==> src/common/uart_pkg.sv <==
`default_nettype none

package uart_pkg;

    localparam int CLK_FREQ = 10000000;
    localparam int BAUD = 125000;
    localparam int OVERSAMPLE = 16;

    // Clock cycles per oversample tick
    localparam int TICK_DIV = CLK_FREQ / (BAUD * OVERSAMPLE);
    localparam int TICK_DIV_W = $clog2(TICK_DIV);
    localparam int OS_CNT_W = $clog2(OVERSAMPLE);

    localparam int TX_FIFO_DEPTH = 4;
    localparam int RX_FIFO_DEPTH = 4;

    typedef logic [7:0] uart_byte_t;

    typedef struct packed {
        logic framing_err;
        uart_byte_t data;
    } rx_entry_t;

endpackage

`default_nettype wire

==> src/common/axil_pkg.sv <==
`default_nettype none

package axil_pkg;

    localparam int ADDR_W = 4;
    localparam int DATA_W = 32;

    typedef logic [1:0] resp_t;

    localparam resp_t RESP_OKAY = 2'b00;
    localparam resp_t RESP_SLVERR = 2'b10;

    localparam logic [ADDR_W-1:0] REG_TXDATA = 4'h0;
    localparam logic [ADDR_W-1:0] REG_RXDATA = 4'h4;
    localparam logic [ADDR_W-1:0] REG_STATUS = 4'h8;
    localparam logic [ADDR_W-1:0] REG_CTRL = 4'hc;

    typedef struct packed {
        logic [ADDR_W-1:0] awaddr;
        logic awvalid;
        logic [DATA_W-1:0] wdata;
        logic wvalid;
        logic bready;
        logic [ADDR_W-1:0] araddr;
        logic arvalid;
        logic rready;
    } axil_req_t;

    typedef struct packed {
        logic awready;
        logic wready;
        resp_t bresp;
        logic bvalid;
        logic arready;
        logic [DATA_W-1:0] rdata;
        resp_t rresp;
        logic rvalid;
    } axil_rsp_t;

endpackage

`default_nettype wire

==> src/hw/sync_fifo.sv <==
`timescale 1ns/1ps
`default_nettype none

module sync_fifo #(
    parameter type payload_t = logic [7:0],
    parameter int DEPTH = 4
) (
    input  logic     clk,
    input  logic     rst,
    input  logic     push,
    input  payload_t push_data,
    output logic     full,
    input  logic     pop,
    output payload_t pop_data,
    output logic     empty
);

    localparam int PTR_W = $clog2(DEPTH);
    localparam int CNT_W = $clog2(DEPTH + 1);

    payload_t mem [DEPTH];
    logic [PTR_W-1:0] wr_ptr;
    logic [PTR_W-1:0] rd_ptr;
    logic [CNT_W-1:0] count;
    logic do_push;
    logic do_pop;

    assign full = (count == CNT_W'(DEPTH));
    assign empty = (count == '0);
    assign do_push = push && !full;
    assign do_pop = pop && !empty;

    // First word falls through
    assign pop_data = mem[rd_ptr];

    always_ff @(posedge clk) begin
        if (do_push) begin
            mem[wr_ptr] <= push_data;
        end
    end

    always_ff @(posedge clk or posedge rst) begin
        if (rst) begin
            wr_ptr <= '0;
            rd_ptr <= '0;
            count <= '0;
        end else begin
            if (do_push) begin
                wr_ptr <= (wr_ptr == PTR_W'(DEPTH - 1)) ? '0 : wr_ptr + 1'b1;
            end
            if (do_pop) begin
                rd_ptr <= (rd_ptr == PTR_W'(DEPTH - 1)) ? '0 : rd_ptr + 1'b1;
            end
            count <= count + CNT_W'(do_push) - CNT_W'(do_pop);
        end
    end

    // Producers and consumers are expected to honour full and empty
    push_while_full: assert property (@(posedge clk) disable iff (rst) full |-> !push);
    pop_while_empty: assert property (@(posedge clk) disable iff (rst) empty |-> !pop);

endmodule

`default_nettype wire

==> src/uart/uart_tx.sv <==
`timescale 1ns/1ps
`default_nettype none

module uart_tx (
    input  logic                 clk,
    input  logic                 rst,
    input  logic                 tick,
    input  logic                 en,
    input  logic                 valid,
    input  uart_pkg::uart_byte_t data,
    output logic                 ready,
    output logic                 tx
);

    typedef enum logic [1:0] {IDLE, START, DATA, STOP} state_t;

    state_t state;
    logic [uart_pkg::OS_CNT_W-1:0] os_cnt;
    logic [2:0] bit_idx;
    uart_pkg::uart_byte_t shift;
    logic bit_end;

    assign ready = (state == IDLE) && tick && en;
    // Last tick of a 16-tick bit
    assign bit_end = tick && (&os_cnt);

    always_ff @(posedge clk or posedge rst) begin
        if (rst) begin
            state <= IDLE;
            os_cnt <= '0;
            bit_idx <= '0;
            tx <= 1'b1;
        end else begin
            if (tick) begin
                os_cnt <= os_cnt + 1'b1;
            end
            case (state)
                IDLE: begin
                    if (valid && ready) begin
                        state <= START;
                        os_cnt <= '0;
                        tx <= 1'b0;
                    end
                end
                START: begin
                    if (bit_end) begin
                        state <= DATA;
                        bit_idx <= '0;
                        tx <= shift[0];
                    end
                end
                DATA: begin
                    if (bit_end) begin
                        bit_idx <= bit_idx + 1'b1;
                        if (bit_idx == 3'd7) begin
                            state <= STOP;
                            tx <= 1'b1;
                        end else begin
                            tx <= shift[0];
                        end
                    end
                end
                default: begin
                    if (bit_end) begin
                        state <= IDLE;
                    end
                end
            endcase
        end
    end

    // LSB goes out first
    always_ff @(posedge clk) begin
        if (valid && ready) begin
            shift <= data;
        end else if (bit_end && (state == START || state == DATA)) begin
            shift <= {1'b0, shift[7:1]};
        end
    end

    line_idle_high: assert property (@(posedge clk) disable iff (rst) state == IDLE |-> tx);

endmodule

`default_nettype wire

==> src/uart/uart_rx.sv <==
`timescale 1ns/1ps
`default_nettype none

module uart_rx (
    input  logic                clk,
    input  logic                rst,
    input  logic                tick,
    input  logic                en,
    input  logic                rx,
    output logic                valid,
    output uart_pkg::rx_entry_t entry
);

    typedef enum logic [1:0] {IDLE, START, DATA, STOP} state_t;

    logic rx_d1;
    logic rx_d2;
    logic [1:0] flt_cnt;
    logic rx_bit;
    logic rx_prev;
    state_t state;
    logic [uart_pkg::OS_CNT_W-1:0] os_cnt;
    logic [2:0] bit_idx;
    uart_pkg::uart_byte_t shift;
    logic falling;
    logic mid_start;
    logic bit_end;

    assign falling = rx_prev && !rx_bit;
    assign mid_start = tick && (os_cnt == uart_pkg::OS_CNT_W'(uart_pkg::OVERSAMPLE / 2 - 1));
    // Once aligned to mid start bit, every 16th tick is a mid-bit sample
    assign bit_end = tick && (&os_cnt);

    // Synchronizer and hysteresis filter step once per tick
    always_ff @(posedge clk or posedge rst) begin
        if (rst) begin
            rx_d1 <= 1'b1;
            rx_d2 <= 1'b1;
            flt_cnt <= 2'b11;
            rx_bit <= 1'b1;
            rx_prev <= 1'b1;
        end else if (tick) begin
            rx_d1 <= rx;
            rx_d2 <= rx_d1;
            if (rx_d2 && flt_cnt != 2'b11) begin
                flt_cnt <= flt_cnt + 1'b1;
            end else if (!rx_d2 && flt_cnt != 2'b00) begin
                flt_cnt <= flt_cnt - 1'b1;
            end
            if (flt_cnt == 2'b00) begin
                rx_bit <= 1'b0;
            end else if (flt_cnt == 2'b11) begin
                rx_bit <= 1'b1;
            end
            rx_prev <= rx_bit;
        end
    end

    always_ff @(posedge clk or posedge rst) begin
        if (rst) begin
            state <= IDLE;
            os_cnt <= '0;
            bit_idx <= '0;
            valid <= 1'b0;
        end else begin
            valid <= 1'b0;
            if (tick) begin
                os_cnt <= os_cnt + 1'b1;
            end
            case (state)
                IDLE: begin
                    if (tick && en && falling) begin
                        state <= START;
                        os_cnt <= '0;
                    end
                end
                START: begin
                    // Glitch shorter than half a bit
                    if (mid_start) begin
                        state <= rx_bit ? IDLE : DATA;
                        os_cnt <= '0;
                        bit_idx <= '0;
                    end
                end
                DATA: begin
                    if (bit_end) begin
                        bit_idx <= bit_idx + 1'b1;
                        if (bit_idx == 3'd7) begin
                            state <= STOP;
                        end
                    end
                end
                default: begin
                    if (bit_end) begin
                        state <= IDLE;
                        valid <= 1'b1;
                    end
                end
            endcase
        end
    end

    always_ff @(posedge clk) begin
        if (state == DATA && bit_end) begin
            shift <= {rx_bit, shift[7:1]};
        end
        if (state == STOP && bit_end) begin
            entry.data <= shift;
            entry.framing_err <= !rx_bit;
        end
    end

endmodule

`default_nettype wire

==> src/uart/uart_core.sv <==
`timescale 1ns/1ps
`default_nettype none

module uart_core (
    input  logic                 clk,
    input  logic                 rst,
    input  logic                 en,
    input  logic                 tx_valid,
    input  uart_pkg::uart_byte_t tx_data,
    output logic                 tx_ready,
    output logic                 rx_valid,
    output uart_pkg::rx_entry_t  rx_entry,
    input  logic                 rx,
    output logic                 tx
);

    logic [uart_pkg::TICK_DIV_W-1:0] div_cnt;
    logic tick;

    // Oversample tick shared by both directions
    assign tick = (div_cnt == uart_pkg::TICK_DIV_W'(uart_pkg::TICK_DIV - 1));

    always_ff @(posedge clk or posedge rst) begin
        if (rst) begin
            div_cnt <= '0;
        end else if (tick) begin
            div_cnt <= '0;
        end else begin
            div_cnt <= div_cnt + 1'b1;
        end
    end

    uart_tx i_tx (
        .clk   (clk),
        .rst   (rst),
        .tick  (tick),
        .en    (en),
        .valid (tx_valid),
        .data  (tx_data),
        .ready (tx_ready),
        .tx    (tx)
    );

    uart_rx i_rx (
        .clk   (clk),
        .rst   (rst),
        .tick  (tick),
        .en    (en),
        .rx    (rx),
        .valid (rx_valid),
        .entry (rx_entry)
    );

endmodule

`default_nettype wire

==> src/hw/uart_regs.sv <==
`timescale 1ns/1ps
`default_nettype none

module uart_regs (
    input  logic                 clk,
    input  logic                 rst,
    input  axil_pkg::axil_req_t  req,
    output axil_pkg::axil_rsp_t  rsp,
    output logic                 tx_push,
    output uart_pkg::uart_byte_t tx_push_data,
    input  logic                 tx_full,
    input  logic                 tx_empty,
    output logic                 rx_pop,
    input  uart_pkg::rx_entry_t  rx_pop_data,
    input  logic                 rx_full,
    input  logic                 rx_empty,
    input  logic                 rx_push,
    output logic                 en
);

    logic aw_ready_q;
    logic b_valid_q;
    axil_pkg::resp_t b_resp_q;
    logic ar_ready_q;
    logic r_valid_q;
    axil_pkg::resp_t r_resp_q;
    logic [axil_pkg::DATA_W-1:0] r_data_q;
    logic overrun_q;

    logic wr_hs;
    logic rd_hs;
    logic status_rd;
    axil_pkg::resp_t wr_resp;
    axil_pkg::resp_t rd_resp;
    logic [axil_pkg::DATA_W-1:0] rd_data;

    // Address and data phases are accepted together
    assign wr_hs = aw_ready_q && req.awvalid && req.wvalid;
    assign rd_hs = ar_ready_q && req.arvalid;

    assign tx_push = wr_hs && (req.awaddr == axil_pkg::REG_TXDATA) && !tx_full;
    assign tx_push_data = req.wdata[7:0];
    assign rx_pop = rd_hs && (req.araddr == axil_pkg::REG_RXDATA) && !rx_empty;
    assign status_rd = rd_hs && (req.araddr == axil_pkg::REG_STATUS);

    always_comb begin
        case (req.awaddr)
            axil_pkg::REG_TXDATA: wr_resp = tx_full ? axil_pkg::RESP_SLVERR : axil_pkg::RESP_OKAY;
            axil_pkg::REG_CTRL:   wr_resp = axil_pkg::RESP_OKAY;
            default:              wr_resp = axil_pkg::RESP_SLVERR;
        endcase
    end

    always_comb begin
        rd_data = '0;
        rd_resp = axil_pkg::RESP_OKAY;
        case (req.araddr)
            axil_pkg::REG_RXDATA: begin
                if (rx_empty) begin
                    rd_resp = axil_pkg::RESP_SLVERR;
                end else begin
                    rd_data[8:0] = rx_pop_data;
                end
            end
            axil_pkg::REG_STATUS: rd_data[4:0] = {overrun_q, rx_full, rx_empty, tx_empty, tx_full};
            axil_pkg::REG_CTRL:   rd_data[0] = en;
            // TXDATA is write-only
            default:              rd_resp = axil_pkg::RESP_SLVERR;
        endcase
    end

    always_ff @(posedge clk or posedge rst) begin
        if (rst) begin
            aw_ready_q <= 1'b0;
            b_valid_q <= 1'b0;
            ar_ready_q <= 1'b0;
            r_valid_q <= 1'b0;
            en <= 1'b0;
            overrun_q <= 1'b0;
        end else begin
            aw_ready_q <= req.awvalid && req.wvalid && !aw_ready_q && !b_valid_q;
            ar_ready_q <= req.arvalid && !ar_ready_q && !r_valid_q;

            if (wr_hs) begin
                b_valid_q <= 1'b1;
            end else if (req.bready) begin
                b_valid_q <= 1'b0;
            end

            if (rd_hs) begin
                r_valid_q <= 1'b1;
            end else if (req.rready) begin
                r_valid_q <= 1'b0;
            end

            if (wr_hs && (req.awaddr == axil_pkg::REG_CTRL)) begin
                en <= req.wdata[0];
            end

            // A new drop wins over the clear from a STATUS read
            if (rx_push && rx_full) begin
                overrun_q <= 1'b1;
            end else if (status_rd) begin
                overrun_q <= 1'b0;
            end
        end
    end

    always_ff @(posedge clk) begin
        if (wr_hs) begin
            b_resp_q <= wr_resp;
        end
        if (rd_hs) begin
            r_resp_q <= rd_resp;
            r_data_q <= rd_data;
        end
    end

    always_comb begin
        rsp.awready = aw_ready_q;
        rsp.wready = aw_ready_q;
        rsp.bresp = b_resp_q;
        rsp.bvalid = b_valid_q;
        rsp.arready = ar_ready_q;
        rsp.rdata = r_data_q;
        rsp.rresp = r_resp_q;
        rsp.rvalid = r_valid_q;
    end

    bvalid_held: assert property (@(posedge clk) disable iff (rst)
        rsp.bvalid && !req.bready |=> rsp.bvalid && $stable(rsp.bresp));
    rvalid_held: assert property (@(posedge clk) disable iff (rst)
        rsp.rvalid && !req.rready |=> rsp.rvalid && $stable(rsp.rresp) && $stable(rsp.rdata));

endmodule

`default_nettype wire

==> src/hw/uart_top.sv <==
`timescale 1ns/1ps
`default_nettype none

module uart_top (
    input  logic                clk,
    input  logic                rst,
    input  axil_pkg::axil_req_t req,
    output axil_pkg::axil_rsp_t rsp,
    input  logic                rx,
    output logic                tx
);

    uart_pkg::uart_byte_t tx_push_data;
    uart_pkg::uart_byte_t tx_pop_data;
    uart_pkg::rx_entry_t rx_entry;
    uart_pkg::rx_entry_t rx_pop_data;
    logic tx_push;
    logic tx_full;
    logic tx_empty;
    logic tx_valid;
    logic tx_ready;
    logic tx_pop;
    logic rx_valid;
    logic rx_push;
    logic rx_full;
    logic rx_empty;
    logic rx_pop;
    logic en;

    assign tx_valid = !tx_empty;
    assign tx_pop = tx_valid && tx_ready;
    // A full RX FIFO drops the entry
    assign rx_push = rx_valid && !rx_full;

    uart_regs i_regs (
        .clk          (clk),
        .rst          (rst),
        .req          (req),
        .rsp          (rsp),
        .tx_push      (tx_push),
        .tx_push_data (tx_push_data),
        .tx_full      (tx_full),
        .tx_empty     (tx_empty),
        .rx_pop       (rx_pop),
        .rx_pop_data  (rx_pop_data),
        .rx_full      (rx_full),
        .rx_empty     (rx_empty),
        .rx_push      (rx_valid),
        .en           (en)
    );

    sync_fifo #(
        .payload_t (uart_pkg::uart_byte_t),
        .DEPTH     (uart_pkg::TX_FIFO_DEPTH)
    ) i_tx_fifo (
        .clk       (clk),
        .rst       (rst),
        .push      (tx_push),
        .push_data (tx_push_data),
        .full      (tx_full),
        .pop       (tx_pop),
        .pop_data  (tx_pop_data),
        .empty     (tx_empty)
    );

    sync_fifo #(
        .payload_t (uart_pkg::rx_entry_t),
        .DEPTH     (uart_pkg::RX_FIFO_DEPTH)
    ) i_rx_fifo (
        .clk       (clk),
        .rst       (rst),
        .push      (rx_push),
        .push_data (rx_entry),
        .full      (rx_full),
        .pop       (rx_pop),
        .pop_data  (rx_pop_data),
        .empty     (rx_empty)
    );

    uart_core i_core (
        .clk      (clk),
        .rst      (rst),
        .en       (en),
        .tx_valid (tx_valid),
        .tx_data  (tx_pop_data),
        .tx_ready (tx_ready),
        .rx_valid (rx_valid),
        .rx_entry (rx_entry),
        .rx       (rx),
        .tx       (tx)
    );

endmodule

`default_nettype wire

==> config.mk <==
export PLATFORM = sky130hd
export DESIGN_NAME = uart_top
export DESIGN_NICKNAME = d
export VERILOG_FILES = /design/src/common/uart_pkg.sv /design/src/common/axil_pkg.sv /design/src/hw/sync_fifo.sv /design/src/uart/uart_tx.sv /design/src/uart/uart_rx.sv /design/src/uart/uart_core.sv /design/src/hw/uart_regs.sv /design/src/hw/uart_top.sv
export SDC_FILE = /design/constraint.sdc
export NUM_CORES = 1
export LEC_CHECK = 0
export BUFFER_PORTS_ARGS = -buffer_cell sky130_fd_sc_hd__buf_4
export CAP_MARGIN = 40
export CELL_PAD_IN_SITES_DETAIL_PLACEMENT = 2
export CELL_PAD_IN_SITES_GLOBAL_PLACEMENT = 2
export CORE_ASPECT_RATIO = 0.6
export CORE_UTILIZATION = 41
export CTS_CLUSTER_SIZE = 8
export DETAILED_ROUTE_END_ITERATION = 8
export GPL_TIMING_DRIVEN = 1
export PLACE_DENSITY_LB_ADDON = 0.1
export SLEW_MARGIN = 15
export SYNTH_ARGS = -nofsm -noshare
export SYNTH_HDL_FRONTEND = slang
export SYNTH_SLANG_ARGS = --single-unit
==> constraint.sdc <==
create_clock -name clk -period 2.67 [get_ports clk]
set_input_delay 0.1335 -clock clk [delete_from_list [all_inputs] [get_ports clk]]
set_output_delay 0.1335 -clock clk [all_outputs]
set_load 0.03 [all_outputs]
==> flow_results.xml, run 1 <==
<?xml version="1.0" encoding="UTF-8"?>
<metrics>
  <group name="run_status">
    <metric name="outcome" unit="">completed</metric>
  </group>
  <group name="finish">
    <metric name="areaGrowthSynthToFinish" unit="%">17.24</metric>
    <metric name="layout.area.seq" unit="sq um">4358</metric>
    <metric name="fraction_of_final_layout_cells_with_drive_strength_greater_than_1" unit="%">26.83</metric>
    <metric name="postLayoutCellArea" unit="sq um">7844</metric>
    <metric name="nets" unit="">582</metric>
    <metric name="fin_cells" unit="">721</metric>
    <metric name="multi_input_area" unit="sq um">2022</metric>
    <metric name="insertedDiodeCount" unit="">0</metric>
    <metric name="final_util" unit="%">50.17</metric>
    <metric name="n_fill_cell" unit="">1455</metric>
  </group>
  <group name="synth">
    <metric name="synthesized_flop_and_latch_total" unit="">153</metric>
    <metric name="number_of_synthesis_warnings" unit="">0</metric>
    <metric name="syn-instance-count" unit="">443</metric>
    <metric name="avgSynthCellArea" unit="sq um">15.10</metric>
    <metric name="ys_seq_area_share" unit="%">65.14</metric>
    <metric name="synthesis.area" unit="sq um">6690</metric>
    <metric name="synth_cell_type_count" unit="">56</metric>
    <metric name="asyncSetResetFlopFracSynth" unit="%">32.03</metric>
    <metric name="most_instantiated_flip_flop_cell_in_the_synthesis_netlist" unit="">edfxtp_1</metric>
    <metric name="synth_enable_flop_cells" unit="">104</metric>
  </group>
  <group name="sta">
    <metric name="rsz0062_at_grt" unit="">false</metric>
    <metric name="fmax" unit="MHz">395.2</metric>
    <metric name="finClkSkew" unit="ps">10.23</metric>
    <metric name="finalMaxSlewViolations" unit="">0</metric>
    <metric name="worst_max_slew_pin_slew" unit="ps">727.1</metric>
    <metric name="slew-limit-headroom" unit="%">51.53</metric>
    <metric name="period_needed" unit="ps">2530</metric>
    <metric name="final.period_utilization" unit="%">94.77</metric>
    <metric name="timing_hold_violations_final" unit="">0</metric>
    <metric name="setup_total_negative_slack" unit="ps">0</metric>
    <metric name="setup-violations-final" unit="">0</metric>
  </group>
  <group name="worst_setup_path">
    <metric name="critical_path.max_stage_delay" unit="ps">420</metric>
    <metric name="worst_path_max_delay_cell" unit="">dfrtp_1</metric>
    <metric name="worst-path-buf-inv" unit="">1</metric>
    <metric name="path_delay_family" unit="">adder cells</metric>
    <metric name="timing.critical_path.to_type" unit="">register</metric>
    <metric name="path_common_cell" unit="">ha_1</metric>
    <metric name="critPathLaunchType" unit="">register</metric>
    <metric name="critPathRequiredTime" unit="ps">2970</metric>
    <metric name="cp_max_fo" unit="">10</metric>
    <metric name="critPathKind" unit="">reg -&gt; reg</metric>
    <metric name="path_cells" unit="">nor3_2 &gt; nor3b_4 &gt; and3_1 &gt; ha_1 &gt; inv_1 &gt; ha_1 &gt; fa_1 &gt; xor2_1 &gt; xnor2_1</metric>
    <metric name="arrival" unit="ps">2830</metric>
  </group>
  <group name="drt">
    <metric name="via_count" unit="">3729</metric>
    <metric name="avgViaCountPerCell" unit="">5.172</metric>
    <metric name="initialDrtViolationCount" unit="">241</metric>
    <metric name="final_antenna_net_count" unit="">0</metric>
    <metric name="wl_per_cell" unit="um">22.22</metric>
    <metric name="finalWirelength" unit="mm">16.02</metric>
    <metric name="drt_drc_violations_left" unit="">0</metric>
    <metric name="drtPass1Iterations" unit="">4</metric>
  </group>
  <group name="floorplan">
    <metric name="design.core.area" unit="sq um">15630</metric>
    <metric name="fp.dieW" unit="um">166.9</metric>
    <metric name="die_height" unit="um">100.9</metric>
    <metric name="floorplan.die_area" unit="sq um">16850</metric>
    <metric name="placementRows" unit="">35</metric>
    <metric name="ios" unit="">90</metric>
    <metric name="initial_utilization" unit="%">42.79</metric>
  </group>
  <group name="grt">
    <metric name="met1_usage" unit="%">27.97</metric>
    <metric name="first_global_vias" unit="">4182</metric>
    <metric name="grt_start_max_net_pins" unit="">50</metric>
    <metric name="globalRouteMet3Util" unit="%">5.340</metric>
    <metric name="grt_antenna_before_repair" unit="">0</metric>
    <metric name="grt_overflow_total" unit="">0</metric>
    <metric name="grt_first_pass_wirelength" unit="mm">25.22</metric>
    <metric name="grt-busiest-layer" unit="">met2</metric>
    <metric name="groute.usage.overall" unit="%">20.57</metric>
    <metric name="global_route.usage.met2" unit="%">33.50</metric>
  </group>
  <group name="clocking">
    <metric name="cts.htree.levels" unit="">4</metric>
    <metric name="clock_sink_count" unit="">153</metric>
    <metric name="insertion_delay" unit="ps">420</metric>
    <metric name="cts_clock_pin_slew_for_the_worst_setup_and_hold_paths" unit="ps">70</metric>
    <metric name="tritoncts" unit="">yes</metric>
    <metric name="clock_path_buffers" unit="">2</metric>
    <metric name="cts_root_cell" unit="">clkbuf_16</metric>
    <metric name="numCtsBuffers" unit="">17</metric>
    <metric name="postCtsSetupBuffers" unit="">0</metric>
  </group>
  <group name="place">
    <metric name="placed_cell_area" unit="sq um">7096</metric>
    <metric name="gpl.final_weighted_congestion" unit="">0.7636</metric>
    <metric name="placed_cells" unit="">675</metric>
    <metric name="place.detailed.hpwl" unit="mm">10.64</metric>
    <metric name="io_buffers" unit="">40</metric>
  </group>
  <group name="pwr">
    <metric name="max-vdd-ir-drop" unit="uV">425.9</metric>
    <metric name="power-per-cell-area" unit="nW/um^2">799.7</metric>
    <metric name="leakagePower" unit="nW">3.128</metric>
  </group>
  <group name="min_path">
    <metric name="hold_class" unit="">in -&gt; reg</metric>
  </group>
  <group name="job">
    <metric name="drv_cap" unit="">0</metric>
  </group>
</metrics>
## flip-flops by register name (all words and copies together) (netlist names), 4 cells and up
signal	flops
i_core.i_rx.entry	9
i_core.i_tx.os_cnt	4
i_core.i_rx.os_cnt	4
i_core.i_rx.shift	8
i_tx_fifo.mem	32
i_regs.r_data_q	9
i_rx_fifo.mem	36
i_core.i_tx.shift	8
## routing by layer
| metal | part of all wire, % | up-vias |
|---|---|---|
| met2 | 48 | 91 |
| li1 | - | 1673 |
| met4 | 0.58 | 0 |
| met5 | 0 | - |
| met3 | 4.2 | 10 |
| met1 | 47 | 1955 |
## report_power, final
part	leakage (nW)	internal (W)	switching (W)
combinational	1.29	0.000400	0.000518
sequential	1.55	0.00270	0.000194
clock	0.284	0.00143	0.00103
total	3.13	0.00453	0.00174
## area by class of cell
class / instances / area share (%)
Multi-Input combinational cell: 241 / 25.78
Inverter: 30 / 1.436
Sequential cell: 153 / 55.56
Tap cell: 203 / 3.238
Clock inverter: 13 / 1.834
Clock buffer: 19 / 5.774
Timing Repair Buffer: 62 / 6.381
## Yosys cell counts (3+ instances only)
master    number  area [sq um]
mux4_2        17         382.9
nand4_1        3         18.77
o21ai_0       10         50.05
buf_2          5         25.02
and2_2         4         30.03
inv_1         28         105.1
edfxtp_1     104          3123
ha_1          27         337.8
nand2_1       23         86.33
dfrtp_1       42          1051
nor2b_1        4         25.02
and3_1         8         50.05
xor2_1         5         43.79
mux2_2        16         180.2
nor3_1         5         25.02
and2_1         9         56.30
a21oi_1        6         30.03
nor2_1        26         97.59
xnor2_1        7         61.31
buf_4         30         225.2
clkbuf_1       5         18.77
a22oi_1        5         37.54
dfstp_2        7         183.9
nand3_1        4         20.02
## layout by cell type, fill, tap and decap left out, drive strengths merged, types with 4 or more instances in the layout
master | netlist | final
a21oi | 6 | 6
a22oi | 5 | 5
and2 | 13 | 13
and3 | 8 | 8
buf | 38 | 48
clkbuf | 5 | 19
clkinv | 0 | 6
conb | 1 | 25
dfrtp | 42 | 42
dfstp | 7 | 7
dlygate4sd3 | 0 | 14
edfxtp | 104 | 104
ha | 27 | 27
inv | 30 | 32
mux2 | 18 | 18
mux4 | 17 | 17
nand2 | 23 | 23
nand3 | 4 | 4
nor2 | 27 | 27
nor2b | 4 | 4
nor3 | 6 | 6
nor3b | 4 | 4
o21ai | 10 | 10
xnor2 | 7 | 7
xor2 | 5 | 5
## kinds of logic (layout without fill, tap and decap cells)
group                    after synthesis  after routing  share of synthesized area (%)
multiplexers                          37             37                          9.164
adder cells (fa/ha/maj)               29             29                          5.648
buffers and inverters                 73            124                          6.153
AND/OR/NAND/NOR                       98             98                          7.855
XOR/XNOR                              12             12                          1.571
AO/OA/AOI/OAI                         40             40                          4.414
flip-flops                           153            153                          65.14
other                                  1             25                        0.05605
## repair_timing
action	CTS	global route
cloned	0	0
endpoints found under the hold margin	79	0
endpoints found under the setup margin	1	1
resized for setup	1	1
pin swaps	0	0
hold buffers	14	0
## through the flow
step | total power, W | hold slack (ps) | setup WS, ps
floorplan | 0.003570 | 216.5 | 406.2
global placement | 0.003752 | 325.6 | 271.4
detailed placement | 0.003827 | 339.6 | 114.6
CTS | 0.006325 | 11.46 | 50.83
global route | 0.006512 | 26.59 | 57.07
finish | 0.006273 | 17.33 | 139.5
## tightest hold or removal path: stages
cell and delay (ps):
buf_4 110, inv_1 40, a21o_1 110
## worst paths after layout
kind | depth (start not counted) | slack [ps] | start | to
max | 9 | 140 | i_rx_fifo.count[2]$_DFF_PP0_ | i_rx_fifo.count[2]$_DFF_PP0_
min in group asynchronous | 4 | 500 | rst | i_core.i_tx.os_cnt[3]$_DFF_PP0_
min reg2reg | 0 | 430 | i_core.i_rx.shift[0]$_DFFE_PP_ | i_core.i_rx.entry[0]$_DFFE_PP_
max in group asynchronous | 4 | 1700 | rst | i_core.i_rx.bit_idx[2]$_DFFE_PP0P_
min | 3 | 20 | req[0] | i_regs.r_valid_q$_DFFE_PP0P_
max reg2reg | 9 | 140 | i_rx_fifo.count[2]$_DFF_PP0_ | i_rx_fifo.count[2]$_DFF_PP0_
Note: power is estimated with default switching activity, not from simulation.
==> run 2: changes to the inputs <==
Settings changed: MAX_ROUTING_LAYER set to met4.
==> run 2 against run 1 <==
Net effect:
- first-iteration DRC count decreased by 1.7%
- clock-buffer cell count unchanged
- wire length increased by 0.20%
- total power about the same
- die area unchanged
- cell area unchanged
- clock skew increased by 0.53 ps
- register-to-register slack got worse by 20 ps
- cell count unchanged
- non-clock buffer count unchanged
==> flow_results.xml, run 2 (same netlist as run 1, synthesis figures left out) <==
<?xml version="1.0" encoding="UTF-8"?>
<metrics>
  <group name="run_status">
    <metric name="outcome" unit="">completed</metric>
  </group>
  <group name="grt">
    <metric name="groute.usage.overall" unit="%">21.30</metric>
    <metric name="grt_start_max_net_pins" unit="">50</metric>
    <metric name="grt_antenna_before_repair" unit="">0</metric>
    <metric name="grt_first_pass_wirelength" unit="mm">25.32</metric>
    <metric name="first_global_vias" unit="">4158</metric>
    <metric name="grt_overflow_total" unit="">0</metric>
  </group>
  <group name="place">
    <metric name="placed_cells" unit="">675</metric>
    <metric name="io_buffers" unit="">40</metric>
    <metric name="dpl_worst_slack" unit="ps">114.6</metric>
    <metric name="gpl.final_weighted_congestion" unit="">0.7736</metric>
    <metric name="place.detailed.hpwl" unit="mm">10.64</metric>
    <metric name="placed_cell_area" unit="sq um">7096</metric>
  </group>
  <group name="pwr">
    <metric name="clock_power_share" unit="%">39.2</metric>
    <metric name="max-vdd-ir-drop" unit="uV">425.5</metric>
    <metric name="cellInternalPower" unit="W">0.004535</metric>
    <metric name="leakagePower" unit="nW">3.128</metric>
    <metric name="seq_power_share" unit="%">46.2</metric>
    <metric name="switching_fraction" unit="%">27.71</metric>
    <metric name="combinational_fraction_of_design_power" unit="%">14.6</metric>
    <metric name="switchingPower" unit="W">0.001739</metric>
    <metric name="power-per-cell-area" unit="nW/um^2">799.8</metric>
  </group>
  <group name="drt">
    <metric name="final_antenna_net_count" unit="">0</metric>
    <metric name="drtPass1Iterations" unit="">4</metric>
    <metric name="avgViaCountPerCell" unit="">5.194</metric>
    <metric name="via_count" unit="">3745</metric>
    <metric name="finalWirelength" unit="mm">16.06</metric>
    <metric name="drt_drc_violations_left" unit="">0</metric>
    <metric name="wl_per_cell" unit="um">22.27</metric>
    <metric name="initialDrtViolationCount" unit="">237</metric>
  </group>
  <group name="finish">
    <metric name="layout_top_registers" unit="">i_rx_fifo.mem x36, i_tx_fifo.mem x32</metric>
    <metric name="postLayoutCellArea" unit="sq um">7844</metric>
    <metric name="flip_flop_count_of_the_largest_register_after_layout" unit="">36</metric>
    <metric name="layout.cells.most_common_list" unit="">104 x edfxtp_1, 48 x buf_4, 42 x dfrtp_1, 27 x inv_1, 27 x ha_1</metric>
    <metric name="nets" unit="">582</metric>
    <metric name="layout_commonest_cell" unit="">edfxtp_1</metric>
    <metric name="areaGrowthSynthToFinish" unit="%">17.24</metric>
    <metric name="largest-register" unit="">i_rx_fifo.mem</metric>
    <metric name="insertedDiodeCount" unit="">0</metric>
    <metric name="fin_cells" unit="">721</metric>
    <metric name="fraction_of_final_layout_cells_with_drive_strength_greater_than_1" unit="%">26.83</metric>
    <metric name="n_fill_cell" unit="">1455</metric>
  </group>
  <group name="clocking">
    <metric name="insertion_delay" unit="ps">420</metric>
    <metric name="cts_clock_pin_slew_for_the_worst_setup_and_hold_paths" unit="ps">70</metric>
    <metric name="numCtsBuffers" unit="">17</metric>
    <metric name="clock_path_buffers" unit="">2</metric>
    <metric name="cts.htree.levels" unit="">4</metric>
    <metric name="tritoncts" unit="">yes</metric>
    <metric name="postCtsSetupBuffers" unit="">0</metric>
    <metric name="cts_root_cell" unit="">clkbuf_16</metric>
    <metric name="clock_sink_count" unit="">153</metric>
  </group>
  <group name="sta">
    <metric name="period_needed" unit="ps">2548</metric>
    <metric name="final.hold.worst_slack" unit="ps">19.22</metric>
    <metric name="slew-limit-headroom" unit="%">51.56</metric>
    <metric name="fmax" unit="MHz">392.5</metric>
    <metric name="final_worst_setup_slack" unit="ps">122.4</metric>
    <metric name="timing_hold_violations_final" unit="">0</metric>
    <metric name="worst_max_slew_pin_slew" unit="ps">726.6</metric>
    <metric name="rsz0062_at_grt" unit="">false</metric>
    <metric name="finalMaxSlewViolations" unit="">0</metric>
    <metric name="setup-violations-final" unit="">0</metric>
    <metric name="final.period_utilization" unit="%">95.42</metric>
    <metric name="setup_total_negative_slack" unit="ps">0</metric>
    <metric name="finClkSkew" unit="ps">10.76</metric>
  </group>
  <group name="worst_setup_path">
    <metric name="arrival" unit="ps">2850</metric>
    <metric name="critPathRequiredTime" unit="ps">2970</metric>
    <metric name="timing.critical_path.from" unit="">i_rx_fifo.count[2]$_DFF_PP0_</metric>
    <metric name="worst_r2r_startpoint" unit="">i_rx_fifo.count[2]$_DFF_PP0_</metric>
    <metric name="cp_max_fo" unit="">10</metric>
    <metric name="rr_worst_depth" unit="">9</metric>
    <metric name="critPathCapture" unit="">i_rx_fifo.count[2]$_DFF_PP0_</metric>
    <metric name="timing.rr.end" unit="">i_rx_fifo.count[2]$_DFF_PP0_</metric>
    <metric name="critPathKind" unit="">reg -&gt; reg</metric>
    <metric name="critPathLaunchType" unit="">register</metric>
    <metric name="reg2reg_slack" unit="ps">120</metric>
    <metric name="timing.critical_path.to_type" unit="">register</metric>
  </group>
  <group name="job">
    <metric name="drv_cap" unit="">0</metric>
  </group>
  <group name="floorplan">
    <metric name="floorplan.die_area" unit="sq um">16850</metric>
    <metric name="placementRows" unit="">35</metric>
    <metric name="die_height" unit="um">100.9</metric>
    <metric name="design.core.area" unit="sq um">15630</metric>
    <metric name="initial_utilization" unit="%">42.79</metric>
    <metric name="fp.dieW" unit="um">166.9</metric>
    <metric name="ios" unit="">90</metric>
  </group>
  <group name="min_path">
    <metric name="hold_class" unit="">in -&gt; reg</metric>
  </group>
</metrics>
run 2: worst min path at each step:
stage | start | end | slack, ps | cells after the start
2_1_floorplan | rx | i_core.i_rx.rx_d1$_DFFE_PP1N_ | 220 | 2
3_3_place_gp | rx | i_core.i_rx.rx_d1$_DFFE_PP1N_ | 330 | 3
3_5_place_dp | req[6] | i_regs.b_valid_q$_DFFE_PP0P_ | 340 | 2
4_1_cts | req[0] | i_regs.r_valid_q$_DFFE_PP0P_ | 10 | 3
5_1_grt | req[41] | i_regs.b_resp_q[1]$_DFFE_PN_ | 20 | 2
6_report | req[0] | i_regs.r_valid_q$_DFFE_PP0P_ | 20 | 3
run 2: power by group through the flow:
stage / Sequential [W] / Combinational (W) / Clock [W]
6_report: 0.00290 / 0.000918 / 0.00246
5_1_grt: 0.00293 / 0.00101 / 0.00258
4_1_cts: 0.00290 / 0.000930 / 0.00250
3_5_place_dp: 0.00294 / 0.000888 / 0
3_3_place_gp: 0.00292 / 0.000828 / 0
2_1_floorplan: 0.00286 / 0.000705 / 0
run 2: what timing repair did:
item                                    CTS  global route
endpoints found under the setup margin    1             1
gates resized for setup                   1             1
endpoints found under the hold margin    79             0
hold buffers                             14             0
run 2: cell type report:
type	count	area, sq um	area share [%]
Inverter	30	112.6	1.436
Tap cell	203	254.0	3.238
Clock buffer	19	452.9	5.774
Timing Repair Buffer	62	500.5	6.381
Multi-Input combinational cell	241	2022	25.78
Sequential cell	153	4358	55.56
Clock inverter	13	143.9	1.834
run 2: routing by layer:
metal  GRT usage, %  part of all wire (%)
met3          5.340                   3.8
met2          33.44                    48
met4          4.772                  0.61
met5              -                     0
met1          28.10                    47
run 2: critical path, cell delays in order, from the launching register on:
cell     delay, ps
dfrtp_1        430
nor3_2         370
nor3b_4        130
and3_1         230
ha_1           320
inv_1           50
ha_1           200
fa_1           410
xor2_1         170
xnor2_1        130
run 2: stage by stage:
step / total power [W] / utilization, %
after global placement: 0.003752 / 45.39
after CTS: 0.006325 / 50.13
after global routing: 0.006515 / 50.17
final: 0.006274 / 50.17
after floorplan: 0.003570 / -
after detailed placement: 0.003827 / 45.39
==> run 3: changes to the inputs <==
Settings changed: BUFFER_PORTS_ARGS -buffer_cell sky130_fd_sc_hd__buf_4 to -buffer_cell sky130_fd_sc_hd__buf_2.
==> run 3 against run 2 <==
Net effect:
- sequential share of layout area grew 0.30 points
- die area did not move
- non-clock buffer count up 3
- cell count is 0.14% higher
- cell area fell by 0.54%
- clock skew is 1.3 ps lower
- worst hold slack gained 50 ps
- utilization fell by 0.27 points
- clock power rose by 4%
- sequential power barely moved
- critical path type unchanged
- largest cell class unchanged
- highest routed layer unchanged
==> flow_results.xml, run 3 (same netlist as run 1, synthesis figures left out) <==
<?xml version="1.0" encoding="UTF-8"?>
<metrics>
  <group name="grt">
    <metric name="grt-busiest-layer" unit="">met2</metric>
    <metric name="grt_overflow_total" unit="">0</metric>
    <metric name="met1_usage" unit="%">26.65</metric>
    <metric name="grt_antenna_before_repair" unit="">0</metric>
    <metric name="groute.usage.overall" unit="%">21.48</metric>
    <metric name="global_route.usage.met2" unit="%">36.34</metric>
    <metric name="globalRouteMet3Util" unit="%">4.162</metric>
    <metric name="grt_first_pass_wirelength" unit="mm">25.51</metric>
    <metric name="first_global_vias" unit="">4253</metric>
    <metric name="grt_start_max_net_pins" unit="">35</metric>
  </group>
  <group name="pwr">
    <metric name="seq_power_share" unit="%">45.5</metric>
    <metric name="leakagePower" unit="nW">3.135</metric>
    <metric name="combinational_fraction_of_design_power" unit="%">14.2</metric>
    <metric name="switchingPower" unit="W">0.001661</metric>
    <metric name="max-vdd-ir-drop" unit="uV">446.3</metric>
    <metric name="clock_power_share" unit="%">40.3</metric>
    <metric name="power-per-cell-area" unit="nW/um^2">816.6</metric>
    <metric name="p_total" unit="W">0.006370</metric>
    <metric name="cellInternalPower" unit="W">0.004710</metric>
    <metric name="switching_fraction" unit="%">26.07</metric>
  </group>
  <group name="min_path">
    <metric name="hold_class" unit="">in -&gt; reg</metric>
  </group>
  <group name="run_status">
    <metric name="outcome" unit="">completed</metric>
  </group>
  <group name="drt">
    <metric name="wl_per_cell" unit="um">22.53</metric>
    <metric name="avgViaCountPerCell" unit="">5.183</metric>
    <metric name="via_count" unit="">3742</metric>
    <metric name="drtPass1Iterations" unit="">6</metric>
    <metric name="finalWirelength" unit="mm">16.27</metric>
    <metric name="final_antenna_net_count" unit="">0</metric>
    <metric name="drt_drc_violations_left" unit="">0</metric>
    <metric name="initialDrtViolationCount" unit="">169</metric>
  </group>
  <group name="sta">
    <metric name="final.period_utilization" unit="%">97.80</metric>
    <metric name="fmax" unit="MHz">383.0</metric>
    <metric name="period_needed" unit="ps">2611</metric>
    <metric name="worst_max_slew_pin_slew" unit="ps">701.8</metric>
    <metric name="finalMaxSlewViolations" unit="">0</metric>
    <metric name="setup-violations-final" unit="">0</metric>
    <metric name="finClkSkew" unit="ps">9.429</metric>
    <metric name="slew-limit-headroom" unit="%">53.22</metric>
    <metric name="timing_hold_violations_final" unit="">0</metric>
  </group>
  <group name="place">
    <metric name="place.detailed.hpwl" unit="mm">10.85</metric>
    <metric name="io_buffers" unit="">40</metric>
    <metric name="gpl.final_weighted_congestion" unit="">0.7406</metric>
  </group>
  <group name="worst_setup_path">
    <metric name="arrival" unit="ps">2960</metric>
    <metric name="critPathRequiredTime" unit="ps">3020</metric>
    <metric name="critPathKind" unit="">reg -&gt; reg</metric>
    <metric name="cp_max_fo" unit="">10</metric>
    <metric name="critPathLaunchType" unit="">register</metric>
    <metric name="timing.critical_path.to_type" unit="">register</metric>
  </group>
  <group name="floorplan">
    <metric name="fp.dieW" unit="um">166.9</metric>
    <metric name="die_height" unit="um">100.9</metric>
    <metric name="placementRows" unit="">35</metric>
    <metric name="design.core.area" unit="sq um">15630</metric>
    <metric name="floorplan.die_area" unit="sq um">16850</metric>
    <metric name="ios" unit="">90</metric>
    <metric name="initial_utilization" unit="%">42.79</metric>
  </group>
  <group name="finish">
    <metric name="flip_flop_count_of_the_largest_register_after_layout" unit="">36</metric>
    <metric name="areaGrowthSynthToFinish" unit="%">16.61</metric>
    <metric name="fraction_of_final_layout_cells_with_drive_strength_greater_than_1" unit="%">26.59</metric>
    <metric name="largest-register" unit="">i_rx_fifo.mem</metric>
    <metric name="layout.cells.most_common_list" unit="">104 x edfxtp_1, 42 x dfrtp_1, 40 x buf_2, 27 x inv_1, 27 x ha_1</metric>
    <metric name="n_fill_cell" unit="">1478</metric>
    <metric name="final_util" unit="%">49.90</metric>
    <metric name="nets" unit="">585</metric>
    <metric name="insertedDiodeCount" unit="">0</metric>
    <metric name="layout_top_registers" unit="">i_rx_fifo.mem x36, i_tx_fifo.mem x32</metric>
    <metric name="layout_commonest_cell" unit="">edfxtp_1</metric>
  </group>
  <group name="clocking">
    <metric name="cts.htree.levels" unit="">4</metric>
    <metric name="tritoncts" unit="">yes</metric>
    <metric name="postCtsSetupBuffers" unit="">0</metric>
    <metric name="clock_sink_count" unit="">153</metric>
    <metric name="cts_clock_pin_slew_for_the_worst_setup_and_hold_paths" unit="ps">60</metric>
    <metric name="cts_root_cell" unit="">clkbuf_16</metric>
    <metric name="clock_path_buffers" unit="">2</metric>
    <metric name="insertion_delay" unit="ps">420</metric>
    <metric name="numCtsBuffers" unit="">17</metric>
  </group>
  <group name="job">
    <metric name="drv_cap" unit="">0</metric>
  </group>
</metrics>
run 3: changes by cell type in the layout (fill, tap and decap cells not counted), moves of 2 or more:
| cell | delta |
|---|---|
| buf_2 | +40 |
| clkinv_4 | -4 |
| inv_6 | -2 |
| bufinv_16 | +2 |
| buf_4 | -39 |
| clkinvlp_4 | -2 |
| clkinv_2 | +2 |
run 3: metrics by stage:
step | setup WS (ps) | std cells | setup TNS [ps] | hold slack [ps] | cell area (sq um)
floorplan | 406.2 | 467 | 0 | 216.5 | 6780
global placement | 246.6 | 676 | 0 | 321.6 | 7003
detailed placement | 73.60 | 676 | 0 | 342.0 | 7003
CTS | 11.60 | 721 | 0 | 54.33 | 7770
global route | -36.71 | 722 | -36.71 | 71.43 | 7801
finish | 58.83 | 722 | 0 | 68.92 | 7801
run 3: what timing repair did:
action,in CTS,in global routing
setup endpoints to repair,0,1
gates resized for setup,0,2
hold buffers,15,0
endpoints found under the hold margin,63,0
run 3: worst paths after layout:
check / startpoint / endpoint / slack, ps / depth (start not counted)
min: req[42] / i_regs.b_resp_q[1]$_DFFE_PN_ / 70 / 2
max reg2reg: i_rx_fifo.count[2]$_DFF_PP0_ / i_rx_fifo.count[2]$_DFF_PP0_ / 60 / 9
max in group asynchronous: rst / i_core.i_tx.tx$_DFFE_PP1P_ / 1820 / 5
max: i_rx_fifo.count[2]$_DFF_PP0_ / i_rx_fifo.count[2]$_DFF_PP0_ / 60 / 9
min in group asynchronous: rst / i_core.i_tx.os_cnt[2]$_DFF_PP0_ / 160 / 3
min reg2reg: i_core.i_rx.shift[0]$_DFFE_PP_ / i_core.i_rx.entry[0]$_DFFE_PP_ / 430 / 0
run 3: power by group through the flow:
stage	Combinational [W]	Sequential (W)	Clock [W]
after global placement	0.000808	0.00292	0
after floorplan	0.000705	0.00286	0
final	0.000905	0.00290	0.00257
after global routing	0.00100	0.00293	0.00269
after detailed placement	0.000870	0.00294	0
after CTS	0.000915	0.00290	0.00261
run 3: area by class of cell:
type                       count  area, sq um  share of cell area, %
clock buffer                  21        470.5                  6.030
clock inverter                 9        146.4                  1.876
inverter                      30        112.6                  1.443
multi-input combinational    241         2022                  25.92
sequential                   153         4358                  55.86
tap                          203        254.0                  3.256
timing repair buffer          65        437.9                  5.613
run 3: worst max-delay path, cell delays in order, from the launching register on:
cell and delay [ps]:
dfrtp_1 420, nor3_2 370, nor3b_4 130, and3_1 230, ha_1 330, inv_1 70
ha_1 210, fa_1 400, xor2_1 230, xnor2_1 140
run 3: routing by layer:
metal	share of wire, %	vias up
met3	3.4	13
met2	50	78
li1	-	1698
met5	0	-
met4	0.78	0
met1	46	1953
